[config.mk]
export PLATFORM = sky130hd
export DESIGN_NAME = cpu_top
export DESIGN_NICKNAME = d
export VERILOG_FILES = /design/src/logic/cpu_pkg.sv /design/src/logic/cpu_alu.sv /design/src/logic/cpu_regfile.sv /design/src/logic/cpu_datapath.sv /design/src/logic/cpu_control.sv /design/src/logic/cpu_top.sv
export VERILOG_INCLUDE_DIRS = /design/src /design/src/logic
export SDC_FILE = /design/constraint.sdc
export NUM_CORES = 2
export LEC_CHECK = 0
export BUFFER_PORTS_ARGS = -buffer_cell sky130_fd_sc_hd__buf_2
export CORE_ASPECT_RATIO = 0.8
export CORE_MARGIN = 2
export CORE_UTILIZATION = 60
export DETAILED_ROUTE_END_ITERATION = 8
export HOLD_SLACK_MARGIN = 0.03
export MAX_ROUTING_LAYER = met4
export PLACE_DENSITY = 0.75
export SLEW_MARGIN = 20
export SYNTH_ARGS = -nofsm -noshare
export SYNTH_HDL_FRONTEND = slang
export SYNTH_SLANG_ARGS = --single-unit
export TNS_END_PERCENT = 5
[constraint.sdc]
create_clock -name clk_i -period 54.6 [get_ports clk_i]
set_input_delay 10.92 -clock clk_i [delete_from_list [all_inputs] [get_ports clk_i]]
set_output_delay 10.92 -clock clk_i [all_outputs]
set_load 0.01 [all_outputs]
[src/logic/cpu_defs.svh]
`ifndef CPU_DEFS_SVH
`define CPU_DEFS_SVH

// data and address width
`define CPU_XLEN 32

// general register file
`define CPU_NREGS 16
`define CPU_RADDR_W 4

// first fetch address
`define CPU_RESET_PC 32'h0000_0000

// ir[15:0]
`define CPU_IMM_W 16

`endif

[src/logic/cpu_pkg.sv]
package cpu_pkg;

  // ir[31:28]
  typedef enum logic [3:0] {
    OP_ADD  = 4'h0,
    OP_SUB  = 4'h1,
    OP_AND  = 4'h2,
    OP_OR   = 4'h3,
    OP_XOR  = 4'h4,
    OP_ADDI = 4'h5,
    OP_LDI  = 4'h6,
    OP_LD   = 4'h7,
    OP_LDB  = 4'h8,
    OP_ST   = 4'h9,
    OP_STB  = 4'ha,
    OP_BEQ  = 4'hb,
    OP_BNE  = 4'hc,
    OP_JMP  = 4'hd,
    OP_HALT = 4'he
  } opcode_e;

  typedef enum logic [2:0] {
    ST_FETCH, ST_DECODE, ST_EXEC, ST_MEM, ST_WB, ST_HALT
  } state_e;

  typedef enum logic [2:0] {
    ALU_ADD, ALU_SUB, ALU_AND, ALU_OR, ALU_XOR
  } alu_func_e;

  typedef enum logic [1:0] {PC_HOLD, PC_NEXT, PC_REL, PC_ALU} pcsel_e;
  typedef enum logic {MAR_HOLD, MAR_ALU} marsel_e;
  typedef enum logic [1:0] {MDR_HOLD, MDR_BUS, MDR_B} mdrsel_e;
  typedef enum logic [1:0] {REG_ALU, REG_MDR, REG_UVAL} regsel_e;
  typedef enum logic {ALU2_B, ALU2_SVAL} alu2sel_e;

endpackage

[src/logic/cpu_alu.sv]
`timescale 1ns/1ps
`include "cpu_defs.svh"

module cpu_alu (
  input  cpu_pkg::alu_func_e   func_i,
  input  logic [`CPU_XLEN-1:0] a_i,
  input  logic [`CPU_XLEN-1:0] b_i,
  output logic [`CPU_XLEN-1:0] result_o,
  output logic                 carry_o,
  output logic                 neg_o,
  output logic                 zero_o
);

  logic [`CPU_XLEN:0] sum; // extra bit is the carry

  always_comb begin
    sum = '0;
    case (func_i)
      cpu_pkg::ALU_ADD: sum = {1'b0, a_i} + {1'b0, b_i};
      cpu_pkg::ALU_SUB: sum = {1'b0, a_i} - {1'b0, b_i}; // borrow in msb
      cpu_pkg::ALU_AND: sum = {1'b0, a_i & b_i};
      cpu_pkg::ALU_OR:  sum = {1'b0, a_i | b_i};
      cpu_pkg::ALU_XOR: sum = {1'b0, a_i ^ b_i};
      default:          sum = '0;
    endcase
  end

  assign result_o = sum[`CPU_XLEN-1:0];
  assign carry_o  = sum[`CPU_XLEN];
  assign neg_o    = sum[`CPU_XLEN-1];
  assign zero_o   = (sum[`CPU_XLEN-1:0] == '0);

endmodule

[src/logic/cpu_regfile.sv]
`timescale 1ns/1ps
`include "cpu_defs.svh"

module cpu_regfile (
  input  logic                    clk_i,
  input  logic                    rst_i,
  input  logic [`CPU_RADDR_W-1:0] raddr1_i,
  input  logic [`CPU_RADDR_W-1:0] raddr2_i,
  input  logic [`CPU_RADDR_W-1:0] waddr_i,
  input  logic [`CPU_XLEN-1:0]    wdata_i,
  input  logic                    we_i,
  output logic [`CPU_XLEN-1:0]    rdata1_o,
  output logic [`CPU_XLEN-1:0]    rdata2_o
);

  logic [`CPU_XLEN-1:0] regs [`CPU_NREGS];

  always_ff @(posedge clk_i or posedge rst_i) begin
    if (rst_i) begin
      for (int i = 0; i < `CPU_NREGS; i++) regs[i] <= '0;
    end else if (we_i && waddr_i != '0) begin // r0 stays zero
      regs[waddr_i] <= wdata_i;
    end
  end

  assign rdata1_o = regs[raddr1_i];
  assign rdata2_o = regs[raddr2_i];

endmodule

[src/logic/cpu_datapath.sv]
`timescale 1ns/1ps
`include "cpu_defs.svh"

module cpu_datapath (
  input  logic                 clk_i,
  input  logic                 rst_i,
  input  cpu_pkg::pcsel_e      pcsel_i,
  input  cpu_pkg::marsel_e     marsel_i,
  input  cpu_pkg::mdrsel_e     mdrsel_i,
  input  cpu_pkg::regsel_e     regsel_i,
  input  cpu_pkg::alu2sel_e    alu2sel_i,
  input  logic                 addrsel_i,
  input  logic                 ir_we_i,
  input  logic                 a_we_i,
  input  logic                 b_we_i,
  input  logic                 ccr_we_i,
  input  logic [`CPU_XLEN-1:0] alu_result_i,
  input  logic                 alu_carry_i,
  input  logic                 alu_neg_i,
  input  logic                 alu_zero_i,
  input  logic [`CPU_XLEN-1:0] rdata1_i,
  input  logic [`CPU_XLEN-1:0] rdata2_i,
  input  logic [`CPU_XLEN-1:0] dat_i,
  input  logic [3:0]           sel_i,
  input  logic                 we_i,
  output logic [`CPU_XLEN-1:0] ir_o,
  output logic                 zero_o,
  output logic [`CPU_XLEN-1:0] alu_a_o,
  output logic [`CPU_XLEN-1:0] alu_b_o,
  output logic [`CPU_XLEN-1:0] wdata_o,
  output logic [`CPU_XLEN-1:0] adr_o,
  output logic [`CPU_XLEN-1:0] dat_o
);

  logic [`CPU_XLEN-1:0] pc;
  logic [`CPU_XLEN-1:0] ir;
  logic [`CPU_XLEN-1:0] mar;
  logic [`CPU_XLEN-1:0] mdr;
  logic [`CPU_XLEN-1:0] a;
  logic [`CPU_XLEN-1:0] b;
  logic [2:0]           ccr; // carry, neg, zero
  logic [`CPU_XLEN-1:0] pc_next;
  logic [`CPU_XLEN-1:0] ir_sval;
  logic [`CPU_XLEN-1:0] ir_uval;
  logic [`CPU_XLEN-1:0] busin;
  logic [`CPU_XLEN-1:0] busout;

  assign ir_sval = {{(`CPU_XLEN-`CPU_IMM_W){ir[`CPU_IMM_W-1]}}, ir[`CPU_IMM_W-1:0]};
  assign ir_uval = {{(`CPU_XLEN-`CPU_IMM_W){1'b0}}, ir[`CPU_IMM_W-1:0]};

  always_comb begin
    case (pcsel_i)
      cpu_pkg::PC_NEXT: pc_next = pc + 32'd4;
      cpu_pkg::PC_REL:  pc_next = pc + {ir_sval[`CPU_XLEN-3:0], 2'b00}; // word offset
      cpu_pkg::PC_ALU:  pc_next = alu_result_i;
      default:          pc_next = pc;
    endcase
  end

  // loads land at bit 0 and stores move to their lane
  always_comb begin
    case (sel_i)
      4'b0001: begin
        busin  = {24'h0, dat_i[7:0]};
        busout = {24'h0, mdr[7:0]};
      end
      4'b0010: begin
        busin  = {24'h0, dat_i[15:8]};
        busout = {16'h0, mdr[7:0], 8'h0};
      end
      4'b0100: begin
        busin  = {24'h0, dat_i[23:16]};
        busout = {8'h0, mdr[7:0], 16'h0};
      end
      4'b1000: begin
        busin  = {24'h0, dat_i[31:24]};
        busout = {mdr[7:0], 24'h0};
      end
      default: begin
        busin  = dat_i;
        busout = mdr;
      end
    endcase
  end

  always_ff @(posedge clk_i or posedge rst_i) begin
    if (rst_i) begin
      pc  <= `CPU_RESET_PC;
      ir  <= '0;
      ccr <= '0;
    end else begin
      pc <= pc_next;
      if (ir_we_i) ir <= dat_i;
      if (ccr_we_i) ccr <= {alu_carry_i, alu_neg_i, alu_zero_i};
    end
  end

  always_ff @(posedge clk_i) begin
    if (marsel_i == cpu_pkg::MAR_ALU) mar <= alu_result_i;
    if (mdrsel_i == cpu_pkg::MDR_BUS) mdr <= busin;
    else if (mdrsel_i == cpu_pkg::MDR_B) mdr <= b;
    if (a_we_i) a <= rdata1_i;
    if (b_we_i) b <= rdata2_i;
  end

  always_comb begin
    case (regsel_i)
      cpu_pkg::REG_MDR:  wdata_o = mdr;
      cpu_pkg::REG_UVAL: wdata_o = ir_uval;
      default:           wdata_o = alu_result_i;
    endcase
  end

  assign alu_a_o = a;
  assign alu_b_o = (alu2sel_i == cpu_pkg::ALU2_SVAL) ? ir_sval : b;
  assign ir_o    = ir;
  assign zero_o  = ccr[0];
  assign adr_o   = addrsel_i ? mar : pc;
  assign dat_o   = we_i ? busout : '0;

endmodule

[src/logic/cpu_control.sv]
`timescale 1ns/1ps
`include "cpu_defs.svh"

module cpu_control (
  input  logic                    clk_i,
  input  logic                    rst_i,
  input  logic [`CPU_XLEN-1:0]    ir_i,
  input  logic                    zero_i,
  input  logic                    ack_i,
  input  logic [1:0]              align_i,
  output logic                    ir_we_o,
  output logic                    a_we_o,
  output logic                    b_we_o,
  output logic                    ccr_we_o,
  output logic                    reg_we_o,
  output cpu_pkg::pcsel_e         pcsel_o,
  output cpu_pkg::marsel_e        marsel_o,
  output cpu_pkg::mdrsel_e        mdrsel_o,
  output cpu_pkg::regsel_e        regsel_o,
  output cpu_pkg::alu2sel_e       alu2sel_o,
  output cpu_pkg::alu_func_e      alu_func_o,
  output logic [`CPU_RADDR_W-1:0] raddr1_o,
  output logic [`CPU_RADDR_W-1:0] raddr2_o,
  output logic [`CPU_RADDR_W-1:0] waddr_o,
  output logic                    addrsel_o,
  output logic                    cyc_o,
  output logic                    we_o,
  output logic [3:0]              sel_o,
  output logic                    halt_o
);

  cpu_pkg::state_e  state;
  cpu_pkg::state_e  state_next;
  cpu_pkg::opcode_e op;
  logic             bus_done;
  logic             byte_op;
  logic             store_op;

  assign op       = cpu_pkg::opcode_e'(ir_i[31:28]);
  assign bus_done = cyc_o & ack_i;
  assign byte_op  = (op == cpu_pkg::OP_LDB) || (op == cpu_pkg::OP_STB);
  assign store_op = (op == cpu_pkg::OP_ST) || (op == cpu_pkg::OP_STB);

  // rb feeds a, b gets rc or the store source; jmp adds r0
  assign raddr1_o = ir_i[23:20];
  assign raddr2_o = store_op ? ir_i[27:24] :
                    (op == cpu_pkg::OP_JMP) ? '0 : ir_i[19:16];
  assign waddr_o  = ir_i[27:24];

  assign addrsel_o = (state == cpu_pkg::ST_MEM); // mar on data cycles
  assign sel_o     = (addrsel_o && byte_op) ? (4'b0001 << align_i) : 4'b1111;
  assign halt_o    = (state == cpu_pkg::ST_HALT);

  always_ff @(posedge clk_i or posedge rst_i) begin
    if (rst_i) begin
      state <= cpu_pkg::ST_FETCH;
      cyc_o <= 1'b0;
      we_o  <= 1'b0;
    end else begin
      state <= state_next;
      case (state)
        cpu_pkg::ST_FETCH: cyc_o <= ~bus_done;
        cpu_pkg::ST_EXEC: begin
          cyc_o <= (state_next == cpu_pkg::ST_MEM);
          we_o  <= (state_next == cpu_pkg::ST_MEM) && store_op;
        end
        cpu_pkg::ST_MEM: if (bus_done) begin
          cyc_o <= 1'b0;
          we_o  <= 1'b0;
        end
        default: cyc_o <= 1'b0;
      endcase
    end
  end

  always_comb begin
    state_next = state;
    ir_we_o    = 1'b0;
    a_we_o     = 1'b0;
    b_we_o     = 1'b0;
    ccr_we_o   = 1'b0;
    reg_we_o   = 1'b0;
    pcsel_o    = cpu_pkg::PC_HOLD;
    marsel_o   = cpu_pkg::MAR_HOLD;
    mdrsel_o   = cpu_pkg::MDR_HOLD;
    regsel_o   = cpu_pkg::REG_ALU;
    alu2sel_o  = cpu_pkg::ALU2_B;
    alu_func_o = cpu_pkg::ALU_ADD;
    case (state)
      cpu_pkg::ST_FETCH: if (bus_done) begin
        ir_we_o    = 1'b1;
        pcsel_o    = cpu_pkg::PC_NEXT; // pc now points past this insn
        state_next = cpu_pkg::ST_DECODE;
      end
      cpu_pkg::ST_DECODE: begin
        a_we_o     = 1'b1;
        b_we_o     = 1'b1;
        state_next = cpu_pkg::ST_EXEC;
      end
      cpu_pkg::ST_EXEC: begin
        state_next = cpu_pkg::ST_FETCH;
        case (op)
          cpu_pkg::OP_ADD, cpu_pkg::OP_SUB, cpu_pkg::OP_AND,
          cpu_pkg::OP_OR, cpu_pkg::OP_XOR: begin
            case (op)
              cpu_pkg::OP_SUB: alu_func_o = cpu_pkg::ALU_SUB;
              cpu_pkg::OP_AND: alu_func_o = cpu_pkg::ALU_AND;
              cpu_pkg::OP_OR:  alu_func_o = cpu_pkg::ALU_OR;
              cpu_pkg::OP_XOR: alu_func_o = cpu_pkg::ALU_XOR;
              default:         alu_func_o = cpu_pkg::ALU_ADD;
            endcase
            reg_we_o = 1'b1;
            ccr_we_o = 1'b1;
          end
          cpu_pkg::OP_ADDI: begin
            alu2sel_o = cpu_pkg::ALU2_SVAL;
            reg_we_o  = 1'b1;
            ccr_we_o  = 1'b1;
          end
          cpu_pkg::OP_LDI: begin
            regsel_o = cpu_pkg::REG_UVAL;
            reg_we_o = 1'b1;
          end
          cpu_pkg::OP_LD, cpu_pkg::OP_LDB, cpu_pkg::OP_ST, cpu_pkg::OP_STB: begin
            alu2sel_o  = cpu_pkg::ALU2_SVAL; // rb + offset
            marsel_o   = cpu_pkg::MAR_ALU;
            mdrsel_o   = store_op ? cpu_pkg::MDR_B : cpu_pkg::MDR_HOLD;
            state_next = cpu_pkg::ST_MEM;
          end
          cpu_pkg::OP_BEQ: if (zero_i) pcsel_o = cpu_pkg::PC_REL;
          cpu_pkg::OP_BNE: if (!zero_i) pcsel_o = cpu_pkg::PC_REL;
          cpu_pkg::OP_JMP: pcsel_o = cpu_pkg::PC_ALU;
          cpu_pkg::OP_HALT: state_next = cpu_pkg::ST_HALT;
          default: state_next = cpu_pkg::ST_FETCH; // unused opcode acts as nop
        endcase
      end
      cpu_pkg::ST_MEM: if (bus_done) begin
        if (!store_op) begin
          mdrsel_o   = cpu_pkg::MDR_BUS;
          state_next = cpu_pkg::ST_WB;
        end else begin
          state_next = cpu_pkg::ST_FETCH;
        end
      end
      cpu_pkg::ST_WB: begin
        regsel_o   = cpu_pkg::REG_MDR;
        reg_we_o   = 1'b1;
        state_next = cpu_pkg::ST_FETCH;
      end
      default: state_next = cpu_pkg::ST_HALT;
    endcase
  end

endmodule

[src/logic/cpu_top.sv]
`timescale 1ns/1ps
`include "cpu_defs.svh"

module cpu_top (
  input  logic                 clk_i,
  input  logic                 rst_i,
  input  logic                 ack_i,
  input  logic [`CPU_XLEN-1:0] dat_i,
  output logic                 cyc_o,
  output logic                 we_o,
  output logic [`CPU_XLEN-1:0] adr_o,
  output logic [`CPU_XLEN-1:0] dat_o,
  output logic [3:0]           sel_o,
  output logic                 halt_o
);

  cpu_pkg::pcsel_e         pcsel;
  cpu_pkg::marsel_e        marsel;
  cpu_pkg::mdrsel_e        mdrsel;
  cpu_pkg::regsel_e        regsel;
  cpu_pkg::alu2sel_e       alu2sel;
  cpu_pkg::alu_func_e      alu_func;
  logic                    ir_we;
  logic                    a_we;
  logic                    b_we;
  logic                    ccr_we;
  logic                    reg_we;
  logic                    addrsel;
  logic                    ccr_zero;
  logic [`CPU_RADDR_W-1:0] raddr1;
  logic [`CPU_RADDR_W-1:0] raddr2;
  logic [`CPU_RADDR_W-1:0] waddr;
  logic [`CPU_XLEN-1:0]    ir;
  logic [`CPU_XLEN-1:0]    alu_a;
  logic [`CPU_XLEN-1:0]    alu_b;
  logic [`CPU_XLEN-1:0]    alu_result;
  logic                    alu_carry;
  logic                    alu_neg;
  logic                    alu_zero;
  logic [`CPU_XLEN-1:0]    rdata1;
  logic [`CPU_XLEN-1:0]    rdata2;
  logic [`CPU_XLEN-1:0]    wdata;

  cpu_control ctrl0 (
    .clk_i(clk_i), .rst_i(rst_i), .ir_i(ir), .zero_i(ccr_zero), .ack_i(ack_i),
    .align_i(adr_o[1:0]), .ir_we_o(ir_we), .a_we_o(a_we), .b_we_o(b_we),
    .ccr_we_o(ccr_we), .reg_we_o(reg_we), .pcsel_o(pcsel), .marsel_o(marsel),
    .mdrsel_o(mdrsel), .regsel_o(regsel), .alu2sel_o(alu2sel), .alu_func_o(alu_func),
    .raddr1_o(raddr1), .raddr2_o(raddr2), .waddr_o(waddr), .addrsel_o(addrsel),
    .cyc_o(cyc_o), .we_o(we_o), .sel_o(sel_o), .halt_o(halt_o)
  );

  cpu_datapath dp0 (
    .clk_i(clk_i), .rst_i(rst_i), .pcsel_i(pcsel), .marsel_i(marsel),
    .mdrsel_i(mdrsel), .regsel_i(regsel), .alu2sel_i(alu2sel), .addrsel_i(addrsel),
    .ir_we_i(ir_we), .a_we_i(a_we), .b_we_i(b_we), .ccr_we_i(ccr_we),
    .alu_result_i(alu_result), .alu_carry_i(alu_carry), .alu_neg_i(alu_neg),
    .alu_zero_i(alu_zero), .rdata1_i(rdata1), .rdata2_i(rdata2), .dat_i(dat_i),
    .sel_i(sel_o), .we_i(we_o), .ir_o(ir), .zero_o(ccr_zero), .alu_a_o(alu_a),
    .alu_b_o(alu_b), .wdata_o(wdata), .adr_o(adr_o), .dat_o(dat_o)
  );

  cpu_alu alu0 (
    .func_i(alu_func), .a_i(alu_a), .b_i(alu_b), .result_o(alu_result),
    .carry_o(alu_carry), .neg_o(alu_neg), .zero_o(alu_zero)
  );

  cpu_regfile regs0 (
    .clk_i(clk_i), .rst_i(rst_i), .raddr1_i(raddr1), .raddr2_i(raddr2),
    .waddr_i(waddr), .wdata_i(wdata), .we_i(reg_we),
    .rdata1_o(rdata1), .rdata2_o(rdata2)
  );

endmodule

* Word level (Yosys, flattened, before mapping)
Index checks and enable logic that the tools add are counted.
** Operators by class
- Reductions and logical operators :: 20
- Shift operators :: 1
- Order comparisons :: 4
- Add/sub/neg operators :: 4
- Bitwise gates (word level) :: 8
- Muxes and demuxes :: 56
- Equality and inequality tests :: 36
** Operators by type and width (number)
- 512-bit bitwise mux :: 1
- 32-bit two-way mux :: 10
- 32-bit binary-select mux with 4-bit select :: 2
- 32-bit case mux with 4 select lines :: 2
- 32-bit case mux with 5 select lines :: 1
- 32-bit demux with 4-bit select :: 1
- 32-bit case mux with 3 select lines :: 1
- 32-bit adder :: 2
- 32-bit case mux with 2 select lines :: 1
- 32-bit by 3-bit adder with 32-bit output (second input constant) :: 1
- 32-bit AND :: 1
- 4-bit equality test (second input constant) :: 8
- 32-bit zero test :: 1
- 32-bit OR :: 1
- 32-bit subtractor :: 1
- 32-bit bitwise XOR :: 1
- 4-bit by 3-bit equality test with 1-bit output (second input constant) :: 5
- 3-bit by 2-bit equality test with 1-bit output (second input constant) :: 5
- 5-bit >= comparator (second input constant) :: 3
- 3-bit two-way mux :: 5
- 4-bit NOT with 5-bit output :: 3
- 3-bit case mux with 5 select lines :: 1
- 1-bit two-way mux :: 13
- 4-bit by 2-bit equality test with 1-bit output (second input constant) :: 3
- 30 further kinds :: 56
** Storage, ports and cells
- Logic and storage cells :: 155
- Bits of input ports :: 35
- Output and inout bits :: 71
- Bits in registers :: 710

* Longest topological paths before layout
- Word-level depth :: 9
- Depth in mapped cells :: 32
- Depth with buffers taken out :: 25

* Hierarchy
A second synthesis with hierarchy kept.
** Second synthesis, totals
- Cell total of the unflattened synthesis :: 3478
- Area total of the unflattened synthesis :: 42313.1 um2
** By module, submodules not included
- cpu_regfile :: cells an instance 1672, instances 1, sequential area each 12812.3 um2, area an instance 26247.7 um2
- cpu_datapath :: cells an instance 1017, instances 1, sequential area each 5470.2 um2, area an instance 10630.2 um2
- cpu_alu :: cells an instance 670, instances 1, sequential area each 0.0 um2, area an instance 4540.6 um2
- cpu_control :: cells an instance 119, instances 1, sequential area each 125.1 um2, area an instance 894.6 um2

* Worst setup path after synthesis
Ideal clock, no wire load.
- Path type :: register -> output
- From :: reg ctrl0.state[2]
- To :: out dat_o[8]
- Arrival time :: 2426 ps
- Required time :: 43680 ps
- Buffers on the path :: 3
- Setup slack :: 41254 ps
- Stages on the path, launching flop included :: 10
- Cell sequence :: dfrtp_1 > clkbuf_1 > or3_1 > clkbuf_1 > mux2i_1 > inv_1 > nor2_1 > clkbuf_1 > nand3_1 > a21boi_0
** Between the ends
- Cells in the longest elaborated chain, start to end :: 7
- Elaborated cells between the ends (all ways) :: 11
- Those cells by class :: eq/ne (5); shift (1); mux (4); reduce/logical (1)
** Ends and longest elaborated chain
- start, declared :: RTL line cpu_control.sv:32 : cpu_pkg::state_e state;
- start signal, assigned :: RTL line cpu_control.sv:56 : state <= cpu_pkg::ST_FETCH;
- start signal, assigned :: RTL line cpu_control.sv:60 : state <= state_next;
- 3-bit by 2-bit equality test with 1-bit output (*) :: RTL line cpu_control.sv:50 : assign addrsel_o = (state == cpu_pkg::ST_MEM);
- 32-bit two-way mux (*) :: RTL line cpu_datapath.sv:118 : assign adr_o = addrsel_i ? mar : pc;
- via adr_o[1] :: RTL line cpu_top.sv:11 : output logic [`CPU_XLEN-1:0] adr_o,
- 1-bit by 2-bit left shift with 4-bit output (*) :: RTL line cpu_control.sv:51 : assign sel_o = (addrsel_o && byte_op) ? (4'b0001 << align_i) : 4'b1111;
- 4-bit two-way mux (*) :: RTL line cpu_control.sv:51
- 4-bit equality test (tied with other cells) :: RTL line cpu_datapath.sv:62 : case (sel_i)
- 32-bit case mux with 4 select lines (*) :: RTL line cpu_datapath.sv:62
- 32-bit two-way mux (*) :: RTL line cpu_datapath.sv:119 : assign dat_o = we_i ? busout : '0;
- end, declared :: RTL line cpu_top.sv:12 : output logic [`CPU_XLEN-1:0] dat_o,
The timed path passes the listed nets; every way through them passes the cells marked *.

* Final worst setup path
- From :: reg dp0.ir[31] (netlist: dp0.ir_o[31])
- To :: out dat_o[25]
** Between the ends
- Cells in the longest elaborated chain, start to end :: 7
- Elaborated cells between the ends (all ways) :: 11
- Those cells by class :: eq/ne (6); mux (3); reduce/logical (2)
** Ends and longest elaborated chain
- start, declared :: RTL line cpu_datapath.sv:36 : logic [`CPU_XLEN-1:0] ir;
- start signal, assigned :: RTL line cpu_datapath.sv:93 : if (ir_we_i) ir <= dat_i;
- 4-bit equality test :: RTL line cpu_control.sv:41 : assign byte_op = (op == cpu_pkg::OP_LDB) || (op == cpu_pkg::OP_STB);
- 1-bit logical OR (*) :: RTL line cpu_control.sv:41
- 1-bit logical AND (*) :: RTL line cpu_control.sv:51
- 4-bit two-way mux (*) :: RTL line cpu_control.sv:51
- 4-bit equality test (tied with other cells) :: RTL line cpu_datapath.sv:62
- 32-bit case mux with 4 select lines (*) :: RTL line cpu_datapath.sv:62
- 32-bit two-way mux (*) :: RTL line cpu_datapath.sv:119
Mark *: on every way between the ends. The rest lies on a longest branch, timed or not.

==> impl_metrics.sql <==
INSERT INTO impl_metrics (metric_group, metric, value, unit) VALUES
('outcome', 'outcome', 'finished, final reports clean', ''),
('sta', 'totalNegativeSetupSlack', '0', 'ns'),
('yosys', 'synth.net_count', '4640', ''),
('yosys', 'synth-main-ff-cell', 'sky130_fd_sc_hd__dfrtp_1', ''),
('yosys', 'netlist.area_leader.share', '34.72', '%'),
('drt', 'avgViaCountPerCell', '6.698', ''),
('sta', 'fmax', '0.06593', 'GHz'),
('yosys', 'synth.ff_latch_count', '710', ''),
('yosys', 'ys_seq_area_share', '43.89', '%'),
('yosys', 'yosysTopAreaCell', 'sky130_fd_sc_hd__dfrtp_1', ''),
('floorplanning', 'boundaryPins', '106', ''),
('sta', 'slew_headroom', '15.48', '%'),
('floorplanning', 'fp.coreArea', '68970', 'sq um'),
('layout', 'drive_above_1_share', '13.96', '%'),
('grt', 'grt_pass1_vias', '33620', ''),
('clock_network', 'clk_transition_reported_paths', '0.06', 'ns'),
('grt', 'antenna_found_initial', '4', ''),
('setup_path', 'crit_required', '43.68', 'ns'),
('clock_network', 'cts_buffer_depth', '3', ''),
('clock_network', 'root_buffer', 'sky130_fd_sc_hd__clkbuf_16', ''),
('clock_network', 'cts_made_buffers', '72', ''),
('sta', 'min_period_over_period', '27.78', '%'),
('power', 'power.ir.vdd_worst', '0.02364', 'mV'),
('setup_path', 'critPathArrivalTime', '4.25', 'ns'),
('drt', 'routedWlPerCell', '24.83', 'microns'),
('yosys', 'syn_inst', '4476', ''),
('layout', 'layout.nets', '4516', ''),
('clock_network', 'cts.hold.buffers_added', '0', ''),
('clock_network', 'number_of_buffers_added_for_setup_after_cts', '0', ''),
('yosys', 'avgSynthCellArea', '9.370', 'sq um'),
('setup_path', 'critPathMaxFanout', '53', ''),
('clock_network', 'cts_tree', 'built', ''),
('yosys', 'ys_top_cells_by_area', 'sky130_fd_sc_hd__dfrtp_1, sky130_fd_sc_hd__edfxtp_1, sky130_fd_sc_hd__mux4_2, sky130_fd_sc_hd__nand2_1, sky130_fd_sc_hd__o21ai_0', ''),
('yosys', 'synthesis.yosys.warnings', '0', ''),
('yosys', 'synth_area', '41940', 'sq um'),
('sta', 'clock-skew-final', '0.02767', 'ns'),
('drt', 'drt_first_iter_violations', '4809', ''),
('grt', 'grt.total_usage', '37.90', '%'),
('yosys', 'post_synth_num_cell_types', '88', ''),
('placed_design', 'place.gp.congestion', '0.9969', ''),
('floorplanning', 'fp.dieW', '299.6', 'microns'),
('floorplanning', 'die-area', '72050', 'sq um'),
('drt', 'drc', '0', ''),
('yosys', 'asyncSetResetFlopFracSynth', '81.97', '%'),
('floorplanning', 'placement_rows', '86', ''),
('grt', 'grt_overflow', '0', ''),
('sta', 'min_period', '15.17', 'ns'),
('clock_network', 'htree_levels', '3', ''),
('floorplanning', 'initial_utilization', '60.81', '%'),
('drt', 'routed_antenna_nets', '0', ''),
('sta', 'tightest_slew', '1.236', 'ns'),
('sta', 'hold_ws', '0.3970', 'ns'),
('placed_design', 'port-buffer-count', '105', ''),
('setup_path', 'timing.critical_path.to_type', 'output port', ''),
('power', 'power_per_cell_area', '23.36', 'nW/um^2'),
('layout', 'fill_count', '5528', ''),
('sta', 'grt_setup_unrepaired', 'no', ''),
('yosys', 'cell_with_the_most_instances_after_synthesis', 'sky130_fd_sc_hd__nand2_1', ''),
('sta', 'report.final.slew_viol_count', '0', ''),
('drt', 'via_count', '35770', ''),
('clock_network', 'clock_sinks', '710', ''),
('floorplanning', 'die_h', '240.5', 'microns'),
('clock_network', 'cts.repair.resized', '0', ''),
('grt', 'pin_count_of_the_biggest_net_entering_global_routing', '218', ''),
('sta', 'report.final.setup_viol', '0', ''),
('drt', 'drt_pass1_iterations', '7', ''),
('yosys', 'synth_common_cells', 'sky130_fd_sc_hd__nand2_1, sky130_fd_sc_hd__dfrtp_1, sky130_fd_sc_hd__o21ai_0', ''),
('sta', 'hold_viol', '0', ''),
('job', 'count_of_max_cap_constraint_violations', '0', ''),
('clock_network', 'clk-insertion-delay-late', '0.65', 'ns'),
('hold_path', 'hold_crit_class', 'flip-flop to flip-flop', ''),
('drt', 'finalWirelength', '132600', 'microns'),
('placed_design', 'hpwlAfterDp', '84450', 'microns'),
('setup_path', 'timing_worst_setup_path_type', 'flip-flop to output port', ''),
('power', 'power.static_leakage', '19.09', 'nW'),
('grt', 'grt_pass1_wl', '202800', 'microns'),
('setup_path', 'timing.critical_path.from_type', 'flip-flop', ''),
('layout', 'postLayoutCoreUtil', '65.96', '%'),
('layout', 'syn2layout_area_growth', '8.478', '%'),
('yosys', 'synth_enable_flop_cells', '128', '');
## kinds of logic after synthesis
family,share of synthesized area (%)
buf+inv,4.818
simple gates,14.90
compound gates,20.04
fa+ha+maj,3.884
flops,43.89
xor+xnor,1.357
mux,11.10
## power breakdown
group | switching, mW | total, mW | internal [mW]
Sequential | 0 | 0.538 | 0.538
Clock | 0.224 | 0.513 | 0.289
Combinational | 0.0105 | 0.0120 | 0.00155
Total | 0.235 | 1.06 | 0.828
## cells in the final DEF (no fill, tap or decap), types with 98 or more instances in the layout
| master | n |
|---|---|
| sky130_fd_sc_hd__a31oi_1 | 98 |
| sky130_fd_sc_hd__nor2_1 | 163 |
| sky130_fd_sc_hd__o21ai_0 | 570 |
| sky130_fd_sc_hd__edfxtp_1 | 128 |
| sky130_fd_sc_hd__and2_1 | 151 |
| sky130_fd_sc_hd__inv_1 | 130 |
| sky130_fd_sc_hd__ha_1 | 126 |
| sky130_fd_sc_hd__a211oi_1 | 185 |
| sky130_fd_sc_hd__mux4_2 | 160 |
| sky130_fd_sc_hd__dfrtp_1 | 578 |
| sky130_fd_sc_hd__a21oi_1 | 208 |
| sky130_fd_sc_hd__buf_2 | 106 |
| sky130_fd_sc_hd__nand2_1 | 840 |
## through the flow
stage	setup slack (ns)	total power, mW	instance area (sq um)	cells
2_1_floorplan	27.40	0.5547	41940	4476
3_3_place_gp	40.15	0.5601	43040	5201
3_5_place_dp	39.98	0.5601	43050	5202
4_1_cts	39.28	1.066	45470	5336
5_1_grt	39.19	1.087	45490	5339
6_report	39.43	1.063	45500	5340
## area by class of cell
type / count / area (sq um) / share of cell area, %
multi-input combinational: 3234 / 21710 / 47.72
sequential: 710 / 18420 / 40.48
clock buffer: 107 / 2177 / 4.785
timing repair buffer: 200 / 1274 / 2.800
tap: 924 / 1156 / 2.541
inverter: 134 / 510.5 / 1.122
clock inverter: 27 / 242.7 / 0.5335
antenna: 4 / 10.01 / 0.02200
## sequential cells by signal (all words and copies together) (netlist names)
signal / cells
regs0.regs: 512
dp0.alu_a_o: 32
dp0.b: 32
dp0.ir_o: 32
dp0.mar: 32
dp0.mdr: 32
dp0.pc: 32
ctrl0.state: 3
ctrl0.cyc_o: 1
ctrl0.we_o: 1
dp0.ccr: 1
## final timing paths
kind / slack [ns] / to / cells past startpoint / from
max: 39.43 / dat_o[25] / 7 / dp0.ir_o[31]
max in group asynchronous: 41.19 / regs0.regs[493] / 5 / rst_i
max reg2reg: 46.43 / regs0.regs[187] / 26 / dp0.ir_o[31]
min in group asynchronous: 10.35 / regs0.regs[419] / 2 / rst_i
min: 0.40 / regs0.regs[507] / 0 / regs0.regs[507]
min reg2reg: 0.40 / regs0.regs[507] / 0 / regs0.regs[507]
## routing by layer
layer	GRT usage (%)	part of all wire (%)
met3	8.647	11
met5	-	0
met1	52.17	41
met4	13.53	3.7
met2	55.46	45
## worst max-delay path, stage by stage, from the launching register on
cell,delay (ns)
sky130_fd_sc_hd__dfrtp_1,0.67
sky130_fd_sc_hd__clkinv_1,0.53
sky130_fd_sc_hd__nor2_1,0.51
sky130_fd_sc_hd__nand2b_4,0.43
sky130_fd_sc_hd__nor3_1,0.92
sky130_fd_sc_hd__a22oi_1,0.16
sky130_fd_sc_hd__nor2b_1,0.18
sky130_fd_sc_hd__buf_2,0.14
(Power assumes the default switching activity.)
